[config.mk]
export PLATFORM = sky130hd
export DESIGN_NAME = circle_display
export DESIGN_NICKNAME = d
export VERILOG_FILES = /design/src/hw/display_pkg.sv /design/src/hw/video_if.sv /design/src/hw/circle_display.sv /design/src/hw/circle_test.sv /design/src/hw/pixel_shader.sv /design/src/hw/raster_timing.sv
export VERILOG_INCLUDE_DIRS = /design/src /design/src/hw
export SDC_FILE = /design/constraint.sdc
export NUM_CORES = 1
export LEC_CHECK = 0
export BUFFER_PORTS_ARGS = -buffer_cell sky130_fd_sc_hd__buf_2
export CORE_MARGIN = 3
export CORE_UTILIZATION = 35
export DETAILED_ROUTE_END_ITERATION = 10
export MAX_ROUTING_LAYER = met4
export PLACE_DENSITY_LB_ADDON = 0.3
export SETUP_SLACK_MARGIN = 0.02
export SLEW_MARGIN = 20
export SYNTH_ARGS = -nofsm -noshare
export SYNTH_HDL_FRONTEND = slang
export SYNTH_SLANG_ARGS = --single-unit
[constraint.sdc]
create_clock -name clk -period 7.5 [get_ports clk]
set_clock_uncertainty 0.15 [all_clocks]
set_input_delay 0.375 -clock clk [delete_from_list [all_inputs] [get_ports clk]]
set_output_delay 0.375 -clock clk [all_outputs]
set_load 0.1 [all_outputs]
[src/hw/display_consts.svh]
`ifndef DISPLAY_CONSTS_SVH
`define DISPLAY_CONSTS_SVH

//////////////////////////////
// 640x480 horizontal timing
//////////////////////////////

// All counts in pixels
`define H_ACTIVE        640
`define H_SYNC_START    656
`define H_SYNC_END      752
`define H_TOTAL         800

//////////////////////////////
// 640x480 vertical timing
//////////////////////////////

// All counts in lines
`define V_ACTIVE        480
`define V_SYNC_START    490
`define V_SYNC_END      492
`define V_TOTAL         525

// System clocks per pixel
// Must match the number of comparator states
`define CLKS_PER_PIXEL  4

// Circle placed in the middle of the screen, radius 100
`define CENTER_X        320
`define CENTER_Y        240
`define RADIUS_SQ       10000

// Colours in RGB 4:4:4
`define INSIDE_COLOR    12'hF00
`define OUTSIDE_COLOR   12'h00F

`endif

[src/hw/display_pkg.sv]
package display_pkg;

    //////////////////////////////
    // Screen and colour vectors
    //////////////////////////////

    // Raster position, covers 0 to 799 horizontally
    typedef logic [9:0] coord_t;

    // Position relative to the circle centre
    // Range is -320 to 479 in x, -240 to 284 in y
    typedef logic signed [9:0] offset_t;

    // Square of an offset, or the sum of two
    // Worst case 479^2 + 284^2 still fits below 2^19
    typedef logic signed [19:0] square_t;

    // Packed colour, red in [11:8], green in [7:4], blue in [3:0]
    typedef logic [11:0] pixel_t;

    //////////////////////////////
    // Comparator FSM
    //////////////////////////////

    // One state per system clock of a pixel
    typedef enum logic [1:0] {
        INIT     = 2'b00,
        SQUARE_X = 2'b01,
        SQUARE_Y = 2'b10,
        ADD_CMP  = 2'b11
    } circle_state_t;

endpackage

[src/hw/video_if.sv]
`timescale 1ns/1ps

interface video_if;

    import display_pkg::*;

    // One clock high per pixel
    logic   pixel_tick;

    // Current raster position
    coord_t x;
    coord_t y;

    // High inside the visible area
    logic   active;

    // Active low syncs
    logic   hsync;
    logic   vsync;

    // Raster generator side
    modport source (
        output pixel_tick,
        output x,
        output y,
        output active,
        output hsync,
        output vsync
    );

    // Circle comparator only looks at position
    modport compare (
        input pixel_tick,
        input x,
        input y
    );

    // Colour stage needs the levels, not the position
    modport shade (
        input pixel_tick,
        input active,
        input hsync,
        input vsync
    );

endinterface

[src/hw/circle_display.sv]
`timescale 1ns/1ps

module circle_display (
    input  logic                clk,
    input  logic                reset,
    output logic                hsync,
    output logic                vsync,
    output display_pkg::pixel_t rgb
);

    // Raster bundle shared by all three stages
    video_if vid0 ();

    // Comparator answer, one pixel behind the raster
    logic in_circle;

    //////////////////////////////
    // Coordinate source
    //////////////////////////////

    raster_timing raster0 (
        .clk   (clk),
        .reset (reset),
        .vid   (vid0.source)
    );

    //////////////////////////////
    // Inside test
    //////////////////////////////

    circle_test circle0 (
        .clk       (clk),
        .reset     (reset),
        .vid       (vid0.compare),
        .in_circle (in_circle)
    );

    //////////////////////////////
    // Colour and sync alignment
    //////////////////////////////

    // Outputs lag the raster by one pixel, 4 clocks
    pixel_shader shader0 (
        .clk       (clk),
        .reset     (reset),
        .vid       (vid0.shade),
        .in_circle (in_circle),
        .hsync     (hsync),
        .vsync     (vsync),
        .rgb       (rgb)
    );

endmodule

[src/hw/circle_test.sv]
`timescale 1ns/1ps
`include "display_consts.svh"

module circle_test (
    input  logic     clk,
    input  logic     reset,
    video_if.compare vid,
    output logic     in_circle
);

    import display_pkg::*;

    circle_state_t state;

    // Multiplier operand, x offset first then y offset
    offset_t mul_op;
    // y offset parked while x is squared
    offset_t y_off;
    square_t x_sq;
    square_t y_sq;

    // Shared squarer, one per design
    square_t product;
    assign product = mul_op * mul_op;

    //////////////////////////////
    // Four clocks per pixel
    //////////////////////////////

    always_ff @(posedge clk) begin
        if (reset) begin
            state     <= INIT;
            in_circle <= 1'b0;
        end else begin
            case (state)
                // Tick cycle, grab centred offsets
                INIT: begin
                    if (vid.pixel_tick) begin
                        mul_op <= offset_t'(vid.x - `CENTER_X);
                        y_off  <= offset_t'(vid.y - `CENTER_Y);
                        state  <= SQUARE_X;
                    end
                end

                // dx squared, then load dy into the multiplier
                SQUARE_X: begin
                    x_sq   <= product;
                    mul_op <= y_off;
                    state  <= SQUARE_Y;
                end

                // dy squared, x_sq carried forward unchanged
                SQUARE_Y: begin
                    y_sq  <= product;
                    state <= ADD_CMP;
                end

                // Strictly inside, boundary pixels count as outside
                ADD_CMP: begin
                    in_circle <= (square_t'(x_sq + y_sq) < `RADIUS_SQ);
                    state     <= INIT;
                end

                default: begin
                    state <= INIT;
                end
            endcase
        end
    end

endmodule

[src/hw/pixel_shader.sv]
`timescale 1ns/1ps
`include "display_consts.svh"

module pixel_shader (
    input  logic                clk,
    input  logic                reset,
    video_if.shade              vid,
    input  logic                in_circle,
    output logic                hsync,
    output logic                vsync,
    output display_pkg::pixel_t rgb
);

    //////////////////////////////
    // One pixel delay line
    //////////////////////////////

    // Timing levels of the pixel now in the comparator
    logic active_d;
    logic hsync_d;
    logic vsync_d;

    always_ff @(posedge clk) begin
        if (reset) begin
            active_d <= 1'b0;
            hsync_d  <= 1'b1;
            vsync_d  <= 1'b1;
        end else if (vid.pixel_tick) begin
            active_d <= vid.active;
            hsync_d  <= vid.hsync;
            vsync_d  <= vid.vsync;
        end
    end

    //////////////////////////////
    // Output register
    //////////////////////////////

    // in_circle at the tick belongs to the previous pixel,
    // same as the *_d levels
    always_ff @(posedge clk) begin
        if (reset) begin
            hsync <= 1'b1;
            vsync <= 1'b1;
            rgb   <= '0;
        end else if (vid.pixel_tick) begin
            hsync <= hsync_d;
            vsync <= vsync_d;
            if (!active_d) begin
                // Blanking must be black for the monitor
                rgb <= '0;
            end else if (in_circle) begin
                rgb <= `INSIDE_COLOR;
            end else begin
                rgb <= `OUTSIDE_COLOR;
            end
        end
    end

endmodule

[src/hw/raster_timing.sv]
`timescale 1ns/1ps
`include "display_consts.svh"

module raster_timing (
    input  logic     clk,
    input  logic     reset,
    video_if.source  vid
);

    import display_pkg::*;

    //////////////////////////////
    // Pixel strobe
    //////////////////////////////

    // Two bits cover CLKS_PER_PIXEL of 4
    logic [1:0] phase;
    logic       tick;

    always_ff @(posedge clk) begin
        if (reset) begin
            phase <= 2'd0;
        end else if (phase == 2'(`CLKS_PER_PIXEL - 1)) begin
            phase <= 2'd0;
        end else begin
            phase <= phase + 2'd1;
        end
    end

    // Phase 0 is the tick, so the first clock out of reset ticks
    assign tick = (phase == 2'd0);

    //////////////////////////////
    // Position counters
    //////////////////////////////

    coord_t h_count;
    coord_t v_count;
    logic   line_end;
    logic   frame_end;

    // Last pixel of a line, last line of a frame
    assign line_end  = (h_count == coord_t'(`H_TOTAL - 1));
    assign frame_end = (v_count == coord_t'(`V_TOTAL - 1));

    always_ff @(posedge clk) begin
        if (reset) begin
            h_count <= '0;
            v_count <= '0;
        end else if (tick) begin
            if (line_end) begin
                h_count <= '0;
                // Vertical steps once per line
                if (frame_end) begin
                    v_count <= '0;
                end else begin
                    v_count <= v_count + coord_t'(1);
                end
            end else begin
                h_count <= h_count + coord_t'(1);
            end
        end
    end

    //////////////////////////////
    // Sync and blanking decode
    //////////////////////////////

    logic h_in_sync;
    logic v_in_sync;
    logic h_visible;
    logic v_visible;

    // Sync windows are [start, end)
    assign h_in_sync = (h_count >= coord_t'(`H_SYNC_START)) &&
                       (h_count <  coord_t'(`H_SYNC_END));
    assign v_in_sync = (v_count >= coord_t'(`V_SYNC_START)) &&
                       (v_count <  coord_t'(`V_SYNC_END));

    assign h_visible = (h_count < coord_t'(`H_ACTIVE));
    assign v_visible = (v_count < coord_t'(`V_ACTIVE));

    // Drive the bundle
    assign vid.pixel_tick = tick;
    assign vid.x          = h_count;
    assign vid.y          = v_count;
    // Both syncs are negative polarity in this mode
    assign vid.hsync      = ~h_in_sync;
    assign vid.vsync      = ~v_in_sync;
    assign vid.active     = h_visible && v_visible;

endmodule

==> reports/qor.txt, run 1 <==
Final Util -> 0.386
Cell Chain, Critical Path -> and2_1 -> fa_1 -> inv_1 -> fa_1 -> inv_1 -> fa_1 -> fa_1 -> inv_1 -> fa_1 -> inv_1 -> ha_1 -> and3_1 -> nand3_1 -> nand4_1 -> a311o_1 -> a21oi_1 -> xnor2_1
unrepaired setup endpoints after global routing -> false
worst slew pin tran -> 1.02 ns
Fillers -> 2167
shortest clock period the worst path allows after layout -> 5.74 ns
post-CTS sizing -> 0
Hold-fix buffers, CTS -> 0
total vias in the final route -> 5103
setup TNS -> 0 ns
Yosys reg bits -> 88
Post-Syn Instances -> 803
vias per inst -> 4.72
total routing usage reported by global routing -> 0.130
final critical-path share of the clock period -> 0.765
number of maximum-capacitance violations -> 0
number of detailed-routing iterations run before antenna repair -> 4
CTS clock-pin slew for the worst setup and hold paths -> 0.08 ns
diodes inserted -> 0
CTS tree -> yes
max-slew violation count -> 0
vias in the first global route -> 5231
max_slew headroom -> 0.320
Peak Freq -> 174 MHz
Clk Latency, worst-skew pair -> 0.35 ns
worst hold slack -> 0.310 ns
proportion of layout cells with a drive suffix above 1 -> 0.0536
combined area of the multi-input logic cells -> 4910 µm²
classification of the worst-slack hold path -> reg -> reg
total half-perimeter wirelength after legalization and detailed placement -> 11.7 mm
violation count after the first detailed-route iteration -> 208
largest net degree at the start of global routing -> 24
clock root buffer master -> clkbuf_16
maximum buffer depth of the clock tree -> 2
Starting Density -> 0.360
CP delay by family, top -> adder cells
final-stage net count -> 962
category of the critical setup timing path -> reg -> reg
result of the run -> finished, final reports clean
Core ar. -> 22100 µm²
number of buffers added for setup after CTS -> 0
Antenna Nets Post-Route -> 0
wire length of the first global-routing pass -> 24.8 mm
area used by sequential logic in the layout -> 2320 µm²
post-synthesis to final-layout area growth -> 7.02%
final global-route overflow total -> 0
CTS sink cnt -> 88
routed length per placed instance -> 13.3 µm
Yosys Warn Count -> 0
cell area after synthesis -> 7960 µm²
share of synthesized flip-flops with an asynchronous set or reset -> 0
flip-flop cell with the highest count after synthesis -> edfxtp_1
total of endpoints with negative setup slack in the final report -> 0
cell mode on critical path -> fa_1
count of distinct cell types in the synthesized netlist -> 54
post-synthesis sequential area ratio -> 0.292
# H-tree levels -> 3
data arrival at the endpoint of the critical path -> 5.67 ns
CTS Buf Count -> 9
global placer's final weighted congestion -> 0.829
die span in y -> 157 µm
DRC viols -> 0
biggest fanout along the worst timing path -> 16
standard cell with the maximum stage delay on the critical path -> fa_1
total wire length -> 14.4 mm
crit path capture type -> flop
Critical path buffers and inverters -> 4
Die Footprint -> 24600 µm²
number of hold violations in the final report -> 0
kind of start point of the critical path -> flop
mean post-synth cell area -> 9.92 µm²
quantity of I/O buffers inserted on ports -> 11
data required time at the worst endpoint -> 7.43 ns
delay of the slowest critical-path stage -> 0.71 ns
chip width -> 157 µm
ports placed on the boundary -> 16
initial antenna violation count -> 0
number of cell rows -> 54
Post-synth EDFFs -> 56
-- cell usage after synthesis, types with 7 or more instances --
library cell,number,area [µm²]
dfxtp_1,32,641
and2_1,21,131
fa_1,78,1560
and3_1,8,50.1
a21oi_1,27,135
nor2b_1,8,50.1
nand3_1,10,50.1
nor2_1,39,146
xor2_1,21,184
nand4_1,11,68.8
o21ai_0,25,125
nand2_1,52,195
buf_4,10,75.1
a31oi_1,7,43.8
or3_1,7,43.8
xnor2_1,35,307
edfxtp_1,56,1680
a211oi_1,7,52.6
inv_1,155,582
ha_1,85,1060
nor3_1,18,90.1
nand2b_1,10,62.6
clkbuf_1,22,82.6
-- worst register-to-register path: stages (launching register included) --
cell	delay, ns
edfxtp_1	0.61
and2_1	0.29
fa_1	0.71
inv_1	0.15
fa_1	0.54
inv_1	0.05
fa_1	0.46
fa_1	0.55
inv_1	0.05
fa_1	0.53
inv_1	0.04
ha_1	0.34
and3_1	0.18
nand3_1	0.09
nand4_1	0.16
a311o_1	0.31
a21oi_1	0.18
xnor2_1	0.09
-- placed cells by master, fill, tap and decap left out, types with 3 or more instances in the layout --
cell	n
nor3_1	18
and3_1	8
mux2i_1	4
edfxtp_1	56
nand2b_1	10
nand2_1	52
dfxtp_1	32
inv_1	155
nand4_1	11
o21bai_1	3
inv_8	3
a211o_1	4
o21ai_0	25
fa_1	78
xnor2_1	35
nor2b_1	8
nor2_1	39
conb_1	4
and2_1	21
a31oi_1	7
nand3_1	10
o21a_1	5
a21oi_1	27
mux2_2	3
or3_1	7
a21o_1	5
buf_2	11
ha_1	85
clkbuf_16	9
a211oi_1	7
o2111ai_1	3
xor2_1	21
-- state kept, by name, indices dropped and copies added, names as in the netlist --
name               cells
raster0.vid.y         10
circle0.y_sq          18
shader0.active_d       1
circle0.x_sq          18
circle0.y_off         10
raster0.phase          2
circle0.state          2
raster0.vid.x         10
shader0.hsync_d        1
circle0.in_circle      1
shader0.vsync_d        1
shader0.rgb            2
shader0.vsync          1
circle0.mul_op        10
shader0.hsync          1
-- cell families after synthesis --
| family | after synthesis | synth area share |
|---|---|---|
| DFF | 88 | 0.292 |
| AOI/OAI and AO/OA | 102 | 0.0871 |
| buffers and inverters | 188 | 0.0935 |
| xor gates and xnor gates | 56 | 0.0616 |
| muxes | 7 | 0.00927 |
| other | 1 | 0.000471 |
| adders and majority gates | 163 | 0.330 |
| and+or+nand+nor | 198 | 0.127 |
-- routing by layer --
layer	track usage	part of all wire	vias up
li1	-	-	2594
met1	0.157	0.45	2452
met2	0.226	0.51	46
met3	0.0243	0.024	11
met4	0.0271	0.011	0
met5	-	0	-
-- metrics by stage --
stage | std cells | worst slack, ns | instance area (µm²)
3_5_place_dp | 1066 | 1.75 | 8230
3_3_place_gp | 1066 | 1.79 | 8230
6_report | 1082 | 1.76 | 8520
2_1_floorplan | 806 | 2.07 | 7970
5_1_grt | 1082 | 1.36 | 8520
4_1_cts | 1082 | 1.75 | 8520
-- layout make-up --
cell class              instances  area share
clock buffers                   9      0.0264
multi-input cells             530       0.576
clock inverters                 7     0.00763
flip-flops and latches         88       0.273
well taps                     280      0.0411
repair buffers                 13     0.00822
inverters                     155      0.0683
-- worst paths after layout --
path	slack, ns	start	endpoint	depth (start not counted)
min reg2reg	0.31	raster0.phase[0]	raster0.phase[0]	1
max	1.76	circle0.mul_op[9]	circle0.y_sq[19]	17
min	0.31	raster0.phase[0]	raster0.phase[0]	1
max reg2reg	1.76	circle0.mul_op[9]	circle0.y_sq[19]	17
Power of run 1 is left out: the tool's default activity adds up to more than one toggle a clock period on the data nets, which glitch-free logic cannot reach.
==> inputs of run 2 (changes only) <==
==> constraint.sdc (replaced) <==
create_clock -name clk -period 4.8 [get_ports clk]
set_clock_uncertainty 0.15 [all_clocks]
set_input_delay 0.24 -clock clk [delete_from_list [all_inputs] [get_ports clk]]
set_output_delay 0.24 -clock clk [all_outputs]
set_load 0.1 [all_outputs]
==> run 2 against run 1 <==
The run now ends with setup timing left. Utilization grew 5.3 points. First-iteration DRC count shrank 11%. Sequential share of layout area shrank 3.3 points. Wire length up 8.0%. Largest cell class unchanged.
==> reports/qor.txt, run 2 (same netlist as run 1, synthesis figures left out) <==
violated checks -> setup timing
ports placed on the boundary -> 16 (unchanged)
number of cell rows -> 54 (unchanged)
max_slew headroom -> 0.475 (+0.155)
shortest clock period the worst path allows after layout -> 5.19 ns (-0.546 ns)
crit path capture type -> flop
total vias in the final route -> 5522 (+8.2%)
Worst R2R Start -> circle0.mul_op[1]
kind of start point of the critical path -> flop
Core ar. -> 22100 µm² (unchanged)
number of detailed-routing iterations run before antenna repair -> 4 (unchanged)
total half-perimeter wirelength after legalization and detailed placement -> 12.3 mm (+5.3%)
launch point of the worst hold path -> reset
CTS sink cnt -> 88 (unchanged)
CTS clock-pin slew for the worst setup and hold paths -> 0.07 ns (about the same)
Largest regs -> circle0.x_sq (18), circle0.y_sq (18)
violation count after the first detailed-route iteration -> 185 (-11%)
max-slew violation count -> 0 (unchanged)
final-stage net count -> 1060 (+10%)
category of the critical setup timing path -> reg -> reg
total routing usage reported by global routing -> 0.139 (+0.00980)
unrepaired setup endpoints after global routing -> true
total of endpoints with negative setup slack in the final report -> 14 (+14)
classification of the worst-slack hold path -> in -> reg
vias in the first global route -> 5785 (+11%)
biggest fanout along the worst timing path -> 4 (-12)
Peak Freq -> 193 MHz (+11%)
die span in y -> 157 µm (unchanged)
quantity of I/O buffers inserted on ports -> 11 (unchanged)
chip width -> 157 µm (unchanged)
Starting Density -> 0.360 (unchanged)
cell mode on critical path -> fa_1
diodes inserted -> 0 (unchanged)
final global-route overflow total -> 0 (unchanged)
Critical Path Start -> circle0.mul_op[1]
global placer's final weighted congestion -> 0.808 (-2.4%)
number of hold violations in the final report -> 0 (unchanged)
routed length per placed instance -> 13.2 µm (-1.0%)
vias per inst -> 4.68 (-0.78%)
clock root buffer master -> clkbuf_16
worst slew pin tran -> 0.785 ns (-0.236 ns)
total wire length -> 15.6 mm (+8.0%)
highest-count cells in the layout ignoring fill and taps -> 139 x inv_1, 87 x buf_4, 72 x ha_1
initial antenna violation count -> 0 (unchanged)
CP delay by family, top -> adder cells
maximum buffer depth of the clock tree -> 2 (unchanged)
result of the run -> finished, violations left
standard cell with the maximum stage delay on the critical path -> fa_1
post-synthesis to final-layout area growth -> 21.7%
wire length of the first global-routing pass -> 26.9 mm (+8.5%)
proportion of layout cells with a drive suffix above 1 -> 0.246 (+0.192)
Cell Chain, Critical Path -> buf_4 -> nand2b_4 -> fa_1 -> inv_1 -> fa_2 -> fa_2 -> fa_1 -> inv_1 -> fa_1 -> inv_2 -> ha_4 -> and3_4 -> and3_4 -> nor3_4 -> or3_1 -> a211o_1 -> o2111ai_2
Critical path buffers and inverters -> 4 (unchanged)
worst slack at placement -> -0.459 ns (-2.21 ns)
delay of the slowest critical-path stage -> 0.54 ns (-0.17 ns)
number of maximum-capacitance violations -> 0 (unchanged)
DRC viols -> 0 (unchanged)
data arrival at the endpoint of the critical path -> 5.22 ns (-0.45 ns)
setup slack of the critical path after layout -> -0.390 ns (-2.15 ns)
largest net degree at the start of global routing -> 24 (unchanged)
data required time at the worst endpoint -> 4.83 ns (-2.60 ns)
Hold-fix buffers, CTS -> 0 (unchanged)
Clk Latency, worst-skew pair -> 0.35 ns (about the same)
CTS tree -> yes
# H-tree levels -> 3 (unchanged)
final critical-path share of the clock period -> 1.08 (+0.316)
Antenna Nets Post-Route -> 0 (unchanged)
internal reg-to-reg setup slack -> -0.39 ns (-2.15 ns)
most frequent standard cell in the layout excluding fill and tap cells -> inv_1
CTS Buf Count -> 9 (unchanged)
Die Footprint -> 24600 µm² (unchanged)
==> run 2: cell types whose count changed in the layout (fill, tap and decap cells not counted), moves of 9 or more <==
| cell | before | now |
|---|---|---|
| ha_1 | 85 | 72 |
| nand2_2 | 0 | 10 |
| fa_1 | 78 | 69 |
| ha_4 | 0 | 12 |
| inv_2 | 0 | 15 |
| buf_4 | 2 | 87 |
| nand2_1 | 52 | 39 |
| buf_6 | 0 | 12 |
| inv_1 | 155 | 139 |
| fa_2 | 0 | 9 |
==> run 2: layer usage <==
| metal | GRT usage | part of all wire |
|---|---|---|
| met2 | 0.244 | 0.51 |
| met1 | 0.169 | 0.46 |
| met3 | 0.0241 | 0.016 |
| met4 | 0.0300 | 0.014 |
| met5 | - | 0 |
==> run 2: final timing paths <==
check,to,depth (start not counted)
max,circle0.y_sq[18],17
min,raster0.vid.x[1],2
max reg2reg,circle0.y_sq[18],17
min reg2reg,raster0.phase[0],1
==> run 2: what timing repair did <==
| item | CTS | global route |
|---|---|---|
| resized for setup | 15 | 62 |
| pin swaps | 8 | 53 |
| endpoints found under the setup margin | 18 | 22 |
| cloned | 0 | 0 |
| setup buffers | 4 | 15 |
| endpoints found under the hold margin | 0 | 0 |
==> run 2: per-stage QoR <==
| step | TNS, ns | instances | util | cell area [µm²] | hold slack [ns] |
|---|---|---|---|---|---|
| after floorplan | -1.77 | 806 | - | 8130 | 0.278 |
| after global placement | -4.22 | 1145 | 0.406 | 8960 | 0.294 |
| after detailed placement | -4.61 | 1145 | 0.406 | 8960 | 0.306 |
| after CTS | -3.89 | 1165 | 0.422 | 9320 | 0.140 |
| after global routing | -6.61 | 1180 | 0.439 | 9690 | 0.153 |
| final | -3.57 | 1180 | 0.439 | 9690 | 0.146 |
==> run 2: final cells by class <==
| type | instances | area [µm²] |
|---|---|---|
| fillers | 2073 | 12400 |
| multi-input cells | 530 | 5300 |
| flip-flops and latches | 88 | 2320 |
| inverters | 155 | 584 |
| clock inverters | 6 | 48.8 |
| repair buffers | 111 | 863 |
| clock buffers | 10 | 229 |
| well taps | 280 | 350 |
Power of run 2 is left out for the same reason.
==> inputs of run 3 (changes only) <==
--- a/config.mk
+++ b/config.mk
@@ -8,7 +8,8 @@
 export LEC_CHECK = 0
 export BUFFER_PORTS_ARGS = -buffer_cell sky130_fd_sc_hd__buf_2
 export CORE_MARGIN = 3
-export CORE_UTILIZATION = 35
+export CORE_UTILIZATION = 39
+export CTS_BUF_LIST = sky130_fd_sc_hd__clkbuf_8 sky130_fd_sc_hd__clkbuf_16
 export DETAILED_ROUTE_END_ITERATION = 10
 export MAX_ROUTING_LAYER = met4
 export PLACE_DENSITY_LB_ADDON = 0.3
==> constraint.sdc (replaced) <==
create_clock -name clk -period 5.2 [get_ports clk]
set_clock_uncertainty 0.15 [all_clocks]
set_input_delay 0.26 -clock clk [delete_from_list [all_inputs] [get_ports clk]]
set_output_delay 0.26 -clock clk [all_outputs]
set_load 0.1 [all_outputs]
==> run 3 against run 2 <==
Utilization grew 5.0 points. The run still ends with setup timing left. Critical endpoint is now circle0.x_sq[19]. Critical path type unchanged. Critical path depth increased by 3. Hold slack gained 0.034 ns.
==> reports/qor.txt, run 3 (same netlist as run 1, synthesis figures left out) <==
result of the run -> finished, violations left
violated checks -> setup timing
Largest regs -> circle0.x_sq (18), circle0.y_sq (18)
biggest fanout along the worst timing path -> 5 (+1)
total routing usage reported by global routing -> 0.152 (+0.0131)
final global-route overflow total -> 0 (unchanged)
Clk Latency, worst-skew pair -> 0.35 ns (about the same)
ports placed on the boundary -> 16 (unchanged)
Fillers -> 1865 (-10%)
maximum buffer depth of the clock tree -> 2 (unchanged)
shortest clock period the worst path allows after layout -> 5.22 ns (+0.0258 ns)
worst slew pin tran -> 0.801 ns (+0.0167 ns)
global placer's final weighted congestion -> 0.870 (+7.6%)
post-synthesis to final-layout area growth -> 21.5%
count of cells along the worst register-to-register path -> 20 (+3)
proportion of layout cells with a drive suffix above 1 -> 0.238 (-0.00741)
classification of the worst-slack hold path -> in -> reg
Starting Density -> 0.403 (+0.0421)
data required time at the worst endpoint -> 5.14 ns (+0.31 ns)
combined area of the multi-input logic cells -> 5320 µm² (+0.38%)
cell total after placement -> 1108 (-3.2%)
largest net degree at the start of global routing -> 24 (unchanged)
number of maximum-capacitance violations -> 0 (unchanged)
crit path capture type -> flop
die span in y -> 149 µm (-5.1%)
most frequent standard cell in the layout excluding fill and tap cells -> inv_1
routed length per placed instance -> 13.6 µm (+3.2%)
setup slack of the critical path after layout -> -0.0163 ns (+0.374 ns)
unrepaired setup endpoints after global routing -> true
total of endpoints with negative setup slack in the final report -> 2 (-12)
total half-perimeter wirelength after legalization and detailed placement -> 12.1 mm (-1.9%)
total wire length -> 15.7 mm (+0.64%)
DRC viols -> 0 (unchanged)
vias in the first global route -> 5653 (-2.3%)
final-stage net count -> 1046 (-1.3%)
kind of start point of the critical path -> flop
Die Footprint -> 22200 µm² (-9.9%)
cell count of the worst hold path -> 2 (unchanged)
number of hold violations in the final report -> 0 (unchanged)
wire length of the first global-routing pass -> 26.4 mm (-2.2%)
CTS clock-pin slew for the worst setup and hold paths -> 0.07 ns (about the same)
category of the critical setup timing path -> reg -> reg
area used by sequential logic in the layout -> 2320 µm² (unchanged)
Peak Freq -> 192 MHz (-0.49%)
clock root buffer master -> clkbuf_16
chip width -> 149 µm (-5.1%)
Post-DP Area -> 8690 µm² (-3.0%)
diodes inserted -> 0 (unchanged)
cell area after layout -> 9670 µm² (-0.22%)
vias per inst -> 4.84 (+3.4%)
data arrival at the endpoint of the critical path -> 5.15 ns (-0.07 ns)
quantity of I/O buffers inserted on ports -> 11 (unchanged)
Antenna Nets Post-Route -> 0 (unchanged)
number of detailed-routing iterations run before antenna repair -> 4 (unchanged)
# H-tree levels -> 3 (unchanged)
total vias in the final route -> 5569 (+0.85%)
number of cell rows -> 51 (-5.6%)
Core ar. -> 19800 µm² (-10%)
CTS sink cnt -> 88 (unchanged)
number of standard cells in the layout, taps in and fillers out -> 1151 (-2.5%)
final critical-path share of the clock period -> 1.00 (-0.0782)
max-slew violation count -> 0 (unchanged)
CTS Buf Count -> 9 (unchanged)
violation count after the first detailed-route iteration -> 216 (+17%)
initial antenna violation count -> 0 (unchanged)
max_slew headroom -> 0.464 (-0.0112)
highest-count cells in the layout ignoring fill and taps -> 138 x inv_1, 73 x ha_1, 72 x fa_1
CTS tree -> yes
-- run 3: critical path, cell delays in order (launching register included) --
cell and delay, ns:
edfxtp_1 0.41, buf_6 0.14, buf_6 0.11, nand2_4 0.06, inv_4 0.04, fa_2 0.62, inv_2 0.07, fa_1 0.50
inv_1 0.05, fa_2 0.41, fa_1 0.50, inv_2 0.04, fa_1 0.51, inv_2 0.05, ha_4 0.22, and3_4 0.18
nand3_4 0.06, nand4_1 0.19, a311o_1 0.41, a21oi_2 0.14, xnor2_1 0.09
-- run 3: what timing repair did --
item / CTS / global route
pin swaps: 33 / 62
setup endpoints to repair: 10 / 16
hold buffers: 0 / 0
endpoints found under the hold margin: 0 / 0
gates resized for setup: 38 / 66
buffers inserted: 15 / 12
-- run 3: final timing paths --
kind / start / end / slack (ns)
worst max-delay path: circle0.mul_op[1] / circle0.x_sq[19] / -0.02
worst min-delay path: reset / raster0.vid.x[1] / 0.18
worst max register to register: circle0.mul_op[1] / circle0.x_sq[19] / -0.02
worst min register to register: raster0.phase[0] / raster0.phase[0] / 0.32
-- run 3: layout make-up --
class / instances / area share
Clock inverter: 3 / 0.00298
Sequential cell: 88 / 0.240
Clock buffer: 13 / 0.0336
Tap cell: 265 / 0.0343
Timing Repair Buffer: 97 / 0.0790
Inverter: 155 / 0.0604
Multi-Input combinational cell: 530 / 0.550
-- run 3: routing by layer --
layer | part of all wire | routed length [µm] | GRT usage
met5 | 0 | 0 | -
met2 | 0.52 | 8080 | 0.265
met3 | 0.021 | 323 | 0.0280
met1 | 0.45 | 7050 | 0.185
met4 | 0.013 | 206 | 0.0366
-- run 3: stage by stage --
stage	hold WS [ns]	setup slack (ns)	TNS (ns)	util
finish	0.180	-0.0163	-0.0325	0.489
CTS	0.178	0.0212	0	0.470
floorplan	0.278	0.0349	0	-
global route	0.197	-0.176	-0.870	0.489
detailed placement	0.302	-0.151	-0.875	0.439
global placement	0.298	-0.106	-0.515	0.439
Power of run 3 is left out for the same reason.
